===== config.mk =====
export PLATFORM = sky130hd
export DESIGN_NAME = synth_controller
export DESIGN_NICKNAME = d
export VERILOG_FILES = /design/src/source/midi_pkg.sv /design/src/source/voice_pkg.sv /design/src/source/midi_uart_rx.sv /design/src/source/midi_in_select.sv /design/src/source/midi_parser.sv /design/src/source/note_stack.sv /design/src/source/controller_cmd.sv /design/src/source/synth_controller.sv
export SDC_FILE = /design/constraint.sdc
export NUM_CORES = 1
export LEC_CHECK = 0
export BUFFER_PORTS_ARGS = -buffer_cell sky130_fd_sc_hd__buf_4
export CORE_MARGIN = 8
export CORE_UTILIZATION = 30
export DETAILED_ROUTE_END_ITERATION = 12
export HOLD_SLACK_MARGIN = 0.08
export PLACE_DENSITY_LB_ADDON = 0.12
export SLEW_MARGIN = 10
export SYNTH_ARGS = -nofsm -noshare
export SYNTH_HDL_FRONTEND = slang
export SYNTH_SLANG_ARGS = --single-unit
export TNS_END_PERCENT = 1

===== constraint.sdc =====
create_clock -name reg_clk -period 5.2 [get_ports reg_clk]
set_input_delay 0.26 -clock reg_clk [delete_from_list [all_inputs] [get_ports reg_clk]]
set_output_delay 0.26 -clock reg_clk [all_outputs]
set_load 0.1 [all_outputs]

===== src/source/midi_pkg.sv =====
`default_nettype none

package midi_pkg;

    localparam int CLKS_PER_BIT = 320;                      // 31250 baud at 10 MHz reg_clk
    localparam int BIT_CNT_W    = $clog2(CLKS_PER_BIT);     // bit timer width

    // upper nibble bits [6:4] of a status byte
    localparam logic [2:0] ST_NOTE_OFF = 3'd0;              // 0x8n
    localparam logic [2:0] ST_NOTE_ON  = 3'd1;              // 0x9n
    localparam logic [2:0] ST_CTRL     = 3'd3;              // 0xBn
    localparam logic [2:0] ST_PROG     = 3'd4;              // 0xCn
    localparam logic [2:0] ST_PITCH    = 3'd6;              // 0xEn
    localparam logic [2:0] ST_SYSTEM   = 3'd7;              // 0xF0 and up

    typedef struct packed {
        logic       marker;                                 // 1 for status
        logic [2:0] msg_type;
        logic [3:0] channel;                                // low nibble, sub-type for 0xFx
    } status_byte_t;

    typedef struct packed {
        logic       marker;                                 // 0 for data
        logic [6:0] value;
    } data_byte_t;

    typedef union packed {
        status_byte_t st;
        data_byte_t   dat;
    } midi_byte_u;

    typedef enum logic [2:0] {
        EV_NOTE_ON,
        EV_NOTE_OFF,
        EV_CTRL,
        EV_PROG,
        EV_PITCH
    } ev_kind_e;

    typedef struct packed {
        ev_kind_e   kind;
        logic [6:0] data1;                                  // key / ctrl nr / program / lsb
        logic [6:0] data2;                                  // velocity / value / msb
    } midi_event_t;

    typedef struct packed {
        logic [6:0]  ctrl_num;
        logic [6:0]  ctrl_val;
        logic [6:0]  prg_num;
        logic [13:0] pitch;                                 // msb:lsb bend value
    } ctrl_cmd_t;

endpackage

`default_nettype wire


===== src/source/voice_pkg.sv =====
`default_nettype none

package voice_pkg;

    localparam int VOICES  = 8;                             // polyphony
    localparam int V_WIDTH = 3;                             // voice index bits

    typedef struct packed {
        logic [V_WIDTH-1:0] key_adr;                        // voice slot
        logic [7:0]         key_val;                        // note number
        logic [7:0]         vel_on;                         // last note-on velocity
        logic [7:0]         vel_off;                        // last release velocity
    } note_out_t;

endpackage

`default_nettype wire


===== src/source/midi_uart_rx.sv =====
`default_nettype none

module midi_uart_rx (
    input  logic       reg_clk,
    input  logic       rst_n,
    input  logic       midi_rxd,
    output logic       rx_strobe,
    output logic [7:0] rx_byte
);
    import midi_pkg::*;

    typedef enum logic [1:0] {RX_IDLE, RX_START, RX_DATA, RX_STOP} rx_state_e;

    rx_state_e            state;
    logic [1:0]           rxd_sync;                         // two-flop synchroniser
    logic                 rxd_prev;                         // for falling edge detect
    logic                 line;
    logic [BIT_CNT_W-1:0] clk_cnt;
    logic [2:0]           bit_idx;
    logic                 half_tick;
    logic                 bit_tick;

    assign line      = rxd_sync[1];
    assign half_tick = (clk_cnt == BIT_CNT_W'(CLKS_PER_BIT / 2 - 1));   // middle of start bit
    assign bit_tick  = (clk_cnt == BIT_CNT_W'(CLKS_PER_BIT - 1));       // one full bit later

    always_ff @(posedge reg_clk or negedge rst_n) begin
        if (!rst_n) begin
            rxd_sync  <= 2'b00;                             // line must go high before a start
            rxd_prev  <= 1'b0;
            state     <= RX_IDLE;
            clk_cnt   <= '0;
            bit_idx   <= '0;
            rx_strobe <= 1'b0;
        end else begin
            rxd_sync  <= {rxd_sync[0], midi_rxd};
            rxd_prev  <= line;
            clk_cnt   <= clk_cnt + 1'b1;
            rx_strobe <= 1'b0;
            case (state)
                RX_IDLE: begin
                    clk_cnt <= '0;
                    if (rxd_prev && !line)                  // high to low, start edge
                        state <= RX_START;
                end
                RX_START: begin
                    if (half_tick) begin
                        clk_cnt <= '0;
                        bit_idx <= '0;
                        state   <= line ? RX_IDLE : RX_DATA; // glitch, back to idle
                    end
                end
                RX_DATA: begin
                    if (bit_tick) begin
                        clk_cnt <= '0;
                        bit_idx <= bit_idx + 3'd1;
                        if (bit_idx == 3'd7)
                            state <= RX_STOP;
                    end
                end
                RX_STOP: begin
                    if (bit_tick) begin
                        rx_strobe <= line;                  // framing error drops the byte
                        state     <= RX_IDLE;
                    end
                end
                default: state <= RX_IDLE;
            endcase
        end
    end

    // lsb first shift in at mid-bit
    always_ff @(posedge reg_clk) begin
        if (state == RX_DATA && bit_tick)
            rx_byte <= {line, rx_byte[7:1]};
    end

endmodule

`default_nettype wire


===== src/source/midi_in_select.sv =====
`default_nettype none

module midi_in_select (
    input  logic                 reg_clk,
    input  logic                 rst_n,
    input  logic                 uart_usb_sel,
    input  logic [2:0]           socmidi_addr,
    input  logic [7:0]           socmidi_data_in,
    input  logic                 socmidi_write,
    input  logic                 rx_strobe,
    input  logic [7:0]           rx_byte,
    output logic                 byte_strobe,
    output midi_pkg::midi_byte_u midi_byte
);

    logic cpu_wr;                                           // write to the midi data register
    logic take_uart;
    logic take_cpu;

    assign cpu_wr    = socmidi_write && (socmidi_addr == 3'd0);
    assign take_uart = uart_usb_sel && rx_strobe;
    assign take_cpu  = !uart_usb_sel && cpu_wr;             // cpu ignored in serial mode

    always_ff @(posedge reg_clk or negedge rst_n) begin
        if (!rst_n)
            byte_strobe <= 1'b0;
        else
            byte_strobe <= take_uart || take_cpu;
    end

    always_ff @(posedge reg_clk) begin
        if (take_uart)
            midi_byte <= rx_byte;
        else if (take_cpu)
            midi_byte <= socmidi_data_in;
    end

endmodule

`default_nettype wire


===== src/source/midi_parser.sv =====
`default_nettype none

module midi_parser (
    input  logic                  reg_clk,
    input  logic                  rst_n,
    input  logic [3:0]            midi_ch,
    input  logic                  byte_strobe,
    input  midi_pkg::midi_byte_u  midi_byte,
    output logic                  ev_strobe,
    output midi_pkg::midi_event_t midi_event
);
    import midi_pkg::*;

    logic        run_valid;                                 // running status present
    logic [2:0]  run_type;
    logic [3:0]  run_ch;
    logic        have_d1;                                   // first data byte stored
    logic [6:0]  data1;
    logic        data_ok;
    logic        msg_done;
    logic        kind_ok;
    midi_event_t ev_next;

    // data byte on our channel with a valid running status
    assign data_ok  = byte_strobe && !midi_byte.dat.marker && run_valid && (run_ch == midi_ch);
    assign msg_done = data_ok && (have_d1 || run_type == ST_PROG);   // prog change is 1 byte

    always_comb begin
        kind_ok       = 1'b1;
        ev_next.data1 = have_d1 ? data1 : midi_byte.dat.value;
        ev_next.data2 = have_d1 ? midi_byte.dat.value : 7'd0;
        case (run_type)
            ST_NOTE_OFF: ev_next.kind = EV_NOTE_OFF;
            ST_NOTE_ON:  ev_next.kind = (midi_byte.dat.value == 7'd0) ? EV_NOTE_OFF
                                                                      : EV_NOTE_ON;
            ST_CTRL:     ev_next.kind = EV_CTRL;
            ST_PROG:     ev_next.kind = EV_PROG;
            ST_PITCH:    ev_next.kind = EV_PITCH;
            default: begin                                  // aftertouch, pressure: no event
                ev_next.kind = EV_CTRL;
                kind_ok      = 1'b0;
            end
        endcase
    end

    always_ff @(posedge reg_clk or negedge rst_n) begin
        if (!rst_n) begin
            run_valid <= 1'b0;
            have_d1   <= 1'b0;
            ev_strobe <= 1'b0;
        end else begin
            ev_strobe <= msg_done && kind_ok;
            if (byte_strobe) begin
                if (midi_byte.st.marker) begin
                    if (midi_byte.st.msg_type != ST_SYSTEM) begin
                        run_valid <= 1'b1;                  // new channel status
                        have_d1   <= 1'b0;
                    end else if (!midi_byte.st.channel[3]) begin
                        run_valid <= 1'b0;                  // sysex / common cancels
                        have_d1   <= 1'b0;
                    end                                     // real-time passes through
                end else if (data_ok) begin
                    have_d1 <= !msg_done;
                end
            end
        end
    end

    always_ff @(posedge reg_clk) begin
        if (byte_strobe && midi_byte.st.marker && midi_byte.st.msg_type != ST_SYSTEM) begin
            run_type <= midi_byte.st.msg_type;
            run_ch   <= midi_byte.st.channel;
        end
        if (data_ok && !msg_done)
            data1 <= midi_byte.dat.value;
        if (msg_done)
            midi_event <= ev_next;
    end

endmodule

`default_nettype wire


===== src/source/note_stack.sv =====
`default_nettype none

module note_stack (
    input  logic                         reg_clk,
    input  logic                         rst_n,
    input  logic [voice_pkg::VOICES-1:0] voice_free,
    input  logic                         ev_strobe,
    input  midi_pkg::midi_event_t        midi_event,
    output logic                         note_on,
    output logic                         note_off,
    output voice_pkg::note_out_t         note,
    output logic [voice_pkg::VOICES-1:0] keys_on,
    output logic [voice_pkg::V_WIDTH:0]  active_keys
);
    import midi_pkg::*;
    import voice_pkg::*;

    logic [6:0]         key_tab [VOICES];                   // key held by each voice
    logic [VOICES-1:0]  avail;
    logic [VOICES-1:0]  hit;
    logic [V_WIDTH-1:0] free_idx;
    logic [V_WIDTH-1:0] hit_idx;
    logic               do_on;
    logic               do_off;
    logic [VOICES-1:0]  keys_next;
    logic [V_WIDTH:0]   keys_cnt;

    always_comb begin
        avail    = voice_free & ~keys_on;                   // free in engine and not held
        free_idx = '0;
        hit_idx  = '0;
        for (int i = VOICES - 1; i >= 0; i--) begin         // downward, lowest index wins
            hit[i] = keys_on[i] && (key_tab[i] == midi_event.data1);
            if (avail[i])
                free_idx = V_WIDTH'(i);
            if (hit[i])
                hit_idx = V_WIDTH'(i);
        end
        do_on  = ev_strobe && (midi_event.kind == EV_NOTE_ON) && !(|hit) && (|avail);
        do_off = ev_strobe && (midi_event.kind == EV_NOTE_OFF) && (|hit);
        keys_next = keys_on;
        if (do_on)
            keys_next[free_idx] = 1'b1;
        if (do_off)
            keys_next[hit_idx] = 1'b0;
        keys_cnt = '0;
        for (int i = 0; i < VOICES; i++)
            keys_cnt = keys_cnt + {{V_WIDTH{1'b0}}, keys_next[i]};
    end

    always_ff @(posedge reg_clk or negedge rst_n) begin
        if (!rst_n) begin
            note_on     <= 1'b0;
            note_off    <= 1'b0;
            keys_on     <= '0;
            active_keys <= '0;
        end else begin
            note_on     <= do_on;
            note_off    <= do_off;
            keys_on     <= keys_next;
            active_keys <= keys_cnt;                        // count in step with keys_on
        end
    end

    always_ff @(posedge reg_clk) begin
        if (do_on) begin
            key_tab[free_idx] <= midi_event.data1;
            note.key_adr      <= free_idx;
            note.key_val      <= {1'b0, midi_event.data1};
            note.vel_on       <= {1'b0, midi_event.data2};
        end
        if (do_off) begin
            note.key_adr <= hit_idx;
            note.key_val <= {1'b0, midi_event.data1};
            note.vel_off <= {1'b0, midi_event.data2};      // 0 for vel-0 note-on
        end
    end

endmodule

`default_nettype wire


===== src/source/controller_cmd.sv =====
`default_nettype none

module controller_cmd (
    input  logic                  reg_clk,
    input  logic                  rst_n,
    input  logic                  ev_strobe,
    input  midi_pkg::midi_event_t midi_event,
    output logic                  ctrl_cmd,
    output logic                  prg_ch_cmd,
    output logic                  pitch_cmd,
    output midi_pkg::ctrl_cmd_t   cmd
);
    import midi_pkg::*;

    logic is_ctrl;
    logic is_prog;
    logic is_pitch;

    assign is_ctrl  = ev_strobe && (midi_event.kind == EV_CTRL);
    assign is_prog  = ev_strobe && (midi_event.kind == EV_PROG);
    assign is_pitch = ev_strobe && (midi_event.kind == EV_PITCH);

    always_ff @(posedge reg_clk or negedge rst_n) begin
        if (!rst_n) begin
            ctrl_cmd   <= 1'b0;
            prg_ch_cmd <= 1'b0;
            pitch_cmd  <= 1'b0;
        end else begin
            ctrl_cmd   <= is_ctrl;
            prg_ch_cmd <= is_prog;
            pitch_cmd  <= is_pitch;
        end
    end

    // each field holds until its own kind arrives again
    always_ff @(posedge reg_clk) begin
        if (is_ctrl) begin
            cmd.ctrl_num <= midi_event.data1;
            cmd.ctrl_val <= midi_event.data2;
        end
        if (is_prog)
            cmd.prg_num <= midi_event.data1;
        if (is_pitch)                                       // msb << 7 | lsb
            cmd.pitch <= (14'(midi_event.data2) << 7) | 14'(midi_event.data1);
    end

endmodule

`default_nettype wire


===== src/source/synth_controller.sv =====
`default_nettype none

module synth_controller (
    input  logic                         reg_clk,
    input  logic                         rst_n,
    // cpu write port
    input  logic [2:0]                   socmidi_addr,
    input  logic [7:0]                   socmidi_data_in,
    input  logic                         socmidi_write,
    // serial midi
    input  logic                         midi_rxd,
    input  logic                         uart_usb_sel,      // 1 = serial, 0 = cpu
    // from synth engine
    input  logic [3:0]                   midi_ch,
    input  logic [voice_pkg::VOICES-1:0] voice_free,
    // note events
    output logic                         note_on,
    output logic                         note_off,
    output voice_pkg::note_out_t         note,
    output logic [voice_pkg::VOICES-1:0] keys_on,
    output logic [voice_pkg::V_WIDTH:0]  active_keys,
    // controller commands
    output logic                         ctrl_cmd,
    output logic                         prg_ch_cmd,
    output logic                         pitch_cmd,
    output midi_pkg::ctrl_cmd_t          cmd
);
    import midi_pkg::*;

    logic        rx_strobe;
    logic [7:0]  rx_byte;
    logic        byte_strobe;
    midi_byte_u  midi_byte;
    logic        ev_strobe;
    midi_event_t midi_event;

    midi_uart_rx u_rx (
        .reg_clk   (reg_clk),
        .rst_n     (rst_n),
        .midi_rxd  (midi_rxd),
        .rx_strobe (rx_strobe),
        .rx_byte   (rx_byte)
    );

    midi_in_select u_sel (
        .reg_clk         (reg_clk),
        .rst_n           (rst_n),
        .uart_usb_sel    (uart_usb_sel),
        .socmidi_addr    (socmidi_addr),
        .socmidi_data_in (socmidi_data_in),
        .socmidi_write   (socmidi_write),
        .rx_strobe       (rx_strobe),
        .rx_byte         (rx_byte),
        .byte_strobe     (byte_strobe),
        .midi_byte       (midi_byte)
    );

    midi_parser u_parser (
        .reg_clk     (reg_clk),
        .rst_n       (rst_n),
        .midi_ch     (midi_ch),
        .byte_strobe (byte_strobe),
        .midi_byte   (midi_byte),
        .ev_strobe   (ev_strobe),
        .midi_event  (midi_event)
    );

    note_stack u_notes (
        .reg_clk     (reg_clk),
        .rst_n       (rst_n),
        .voice_free  (voice_free),
        .ev_strobe   (ev_strobe),
        .midi_event  (midi_event),
        .note_on     (note_on),
        .note_off    (note_off),
        .note        (note),
        .keys_on     (keys_on),
        .active_keys (active_keys)
    );

    controller_cmd u_ctrl (
        .reg_clk    (reg_clk),
        .rst_n      (rst_n),
        .ev_strobe  (ev_strobe),
        .midi_event (midi_event),
        .ctrl_cmd   (ctrl_cmd),
        .prg_ch_cmd (prg_ch_cmd),
        .pitch_cmd  (pitch_cmd),
        .cmd        (cmd)
    );

endmodule

`default_nettype wire


==> impl_metrics.tcl <==
set metrics [dict create \
    status "finished, final reports clean" \
    cts_max_path_buffers 3 \
    cts_buffers 23 \
    hold_path.class "in -> reg" \
    p_per_area_nw_per_um2 347 \
    worstSkewPairLatency_ps 500 \
    design_area_um2 10300 \
    critical_path.max_stage_delay_ps 800 \
    coreArea_um2 27000 \
    setup-tns-final_ps 0 \
    timing.final.crit_share_pct 94.6 \
    synth.most_common_cell "edfxtp_1" \
    setup_viol_count_final 0 \
    leakage_nw 3.87 \
    dpl-instance-area_um2 9470 \
    drc 0 \
    clk_pin_slew_ps 60 \
    vias_per_cell 4.61 \
    fin_crit_ps 4920 \
    num_rows 60 \
    worstSetupPathType "reg -> reg" \
    die-width_um 181 \
    skew_ps 13.2 \
    overflow 0 \
    synth_flop_cell "edfxtp_1" \
    tightestPinTransition_ps 1130 \
    holdWs_ps 106 \
    crit_buf_inv 4 \
    synth_area_leader_cell "edfxtp_1" \
    fin_nets 729 \
    n_fill_cell 2546 \
    crit_chain "xor2_1 -> nor4_1 -> and4_4 -> or4b_4 -> or4_4 -> a21oi_2 -> ha_1 -> fa_1 -> inv_1 -> fa_1 -> inv_1 -> fa_1 -> inv_1 -> fa_1 -> inv_1" \
    post_cts_buffers 0 \
    finalMaxSlewViolations 0 \
    worstPathRequired_ps 5630 \
    yosys-top-cells-count "edfxtp_1 (162), xnor2_1 (49), dfrtp_1 (39), nor2_1 (34), nand2_1 (24)" \
    wl_per_cell_um 17.8 \
    drt_iter0_markers 224 \
    rsz0062_at_grt "no" \
    drt-pass1-iter-count 6 \
    ioPinCount 107 \
    slowest_stage "edfxtp_1" \
    path_delay_family "adder cells" \
    areaGrowthSynthToFinish_pct 25.7 \
    synth_cells 545 \
    fmax_mhz 203 \
    place.port_buffers 103 \
    wirelength_mm 18.5 \
    syn_area_um2 8210 \
    grt_pass1_wl_mm 29.3 \
    start_util_pct 30.5 \
    cts_tree "yes" \
    synth_area_leaders "edfxtp_1 (59%), dfrtp_1 (12%), xnor2_1 (5.2%)" \
    fp.dieH_um 181 \
    finalHoldViolCount 0 \
    gp_congestion 0.842 \
    crit_path_max_fanout 15 \
    ir_drop_mv 0.243 \
    num_antenna_cells 0 \
    grt_max_degree 40 \
    ys.warnings.count 0 \
    final_core_util_pct 38.3 \
    h-tree-depth 1 \
    cp-start-kind "flip-flop" \
    grt.total_usage_pct 11.1 \
    cts-root-buf "clkbuf_16" \
    hpwl_mm 13.6 \
    cts_sinks 201 \
    synth_cell_type_count 58 \
    synth_edf_count 162 \
    ys_ff_latch 201 \
    relSlewSlack_pct 24.1 \
    endpoint_kind "flip-flop" \
    die_area_um2 32900 \
    vias 4810 \
    synth_top_area_share_pct 59.2 \
    synthArstFlopShare_pct 19.4 \
    grt_pass1_vias 5146 \
    drive_gt1_share_pct 26.2 \
    synth_seq_area_share_pct 71.1 \
    antenna_found_initial 0 \
    arrival_ps 5350 \
    final_antenna_net_count 0 \
    drv_cap 0 \
    syn_area_per_cell_um2 15.1 \
]
## cell type report
| type | instances | area, µm² | share of cell area (%) |
|---|---|---|---|
| inverter | 22 | 82.6 | 0.800 |
| multi-input combinational | 307 | 2190 | 21.3 |
| clock buffer | 28 | 624 | 6.05 |
| sequential | 201 | 5840 | 56.6 |
| clock inverter | 13 | 139 | 1.35 |
| timing repair buffer | 132 | 1010 | 9.82 |
| tap | 341 | 427 | 4.13 |
## power breakdown
part           internal (mW)  leakage, nW  switching (mW)
registers               1.75         1.97          0.0254
clock network          0.997        0.380           0.612
logic                 0.0811         1.52           0.119
## stage by stage
step / cells / total power [mW] / setup WS [ps]
6_report: 1044 / 3.58 / 279
5_1_grt: 1044 / 3.72 / 42.2
2_1_floorplan: 547 / 1.94 / 593
4_1_cts: 1044 / 3.64 / 227
3_5_place_dp: 994 / 2.01 / 252
3_3_place_gp: 994 / 2.00 / 328
## cell usage in the layout (no fill, tap or decap), drive strengths merged, types with 3 or more instances in the layout
cell type / count
dfrtp: 39
nor2: 34
inv: 22
nand3: 10
nand2b: 11
o22ai: 3
bufinv: 3
clkbuf: 28
a21boi: 8
buf: 123
clkinv: 10
nand4: 19
xor2: 18
a41oi: 3
mux2: 15
and2: 11
a21oi: 13
nand2: 24
a31oi: 3
fa: 4
conb: 3
ha: 10
edfxtp: 162
xnor2: 49
nor4: 7
nor3: 8
or3: 4
dlygate4sd3: 9
and4: 3
nor2b: 5
o21ai: 12
## registers in the layout (all words and copies together), names as in the netlist, 2 cells and up, named ones only
name                 count
u_ctrl.cmd              35
u_notes.active_keys      4
u_parser.run_ch          4
u_rx.bit_idx             3
u_rx.clk_cnt             9
u_notes.note            24
u_notes.key_tab         56
u_notes.keys_on          8
u_parser.midi_event     17
u_rx.rx_byte             8
u_parser.run_type        3
u_parser.data1           7
u_rx.rxd_sync            2
u_sel.midi_byte          8
## cells by family after synthesis
| logic type | Yosys count | synth area share, % |
|---|---|---|
| compound gates | 56 | 4.56 |
| xor+xnor | 67 | 7.14 |
| fa+ha+maj | 14 | 2.50 |
| buf+inv | 39 | 2.33 |
| flops | 201 | 71.1 |
| mux | 17 | 2.30 |
| other cells | 1 | 0.0457 |
| simple gates | 150 | 10.0 |
## per-layer routing
layer / global-route usage, % / share of wire (%) / up-vias
met2: 19.5 / 50 / 119
met4: 3.05 / 2.4 / 0
met1: 13.8 / 43 / 2382
met3: 2.40 / 4.3 / 33
met5: 0 / 0 / -
li1: - / - / 2276
## final timing paths
| check | endpoint | start | cells after the start | slack [ps] |
|---|---|---|---|---|
| max in group asynchronous | u_parser.ev_strobe | rst_n | 2 | 4510 |
| setup / recovery | u_notes.active_keys[1] | u_parser.midi_event[12] | 15 | 280 |
| hold / removal | u_sel.midi_byte[5] | socmidi_data_in[5] | 2 | 110 |
| hold reg to reg | u_rx.rxd_sync[1] | u_rx.rxd_sync[0] | 0 | 360 |
| setup reg to reg | u_notes.active_keys[1] | u_parser.midi_event[12] | 15 | 280 |
| min in group asynchronous | u_notes.keys_on[2] | rst_n | 2 | 300 |
## worst register-to-register path, cell delays in order, from the launching register on
cell      delay, ps
edfxtp_1        800
xor2_1          220
nor4_1           90
and4_4          190
or4b_4          510
or4_4           580
a21oi_2         190
ha_1            260
fa_1            500
inv_1            50
fa_1            500
inv_1            50
fa_1            390
inv_1            80
fa_1            400
inv_1            60
## repair_timing
| item | in CTS | in global routing |
|---|---|---|
| gates resized for setup | 0 | 0 |
| endpoints found under the hold margin | 47 | 0 |
| hold buffers | 9 | 0 |
No activity file was read; power rests on OpenSTA's default activity.
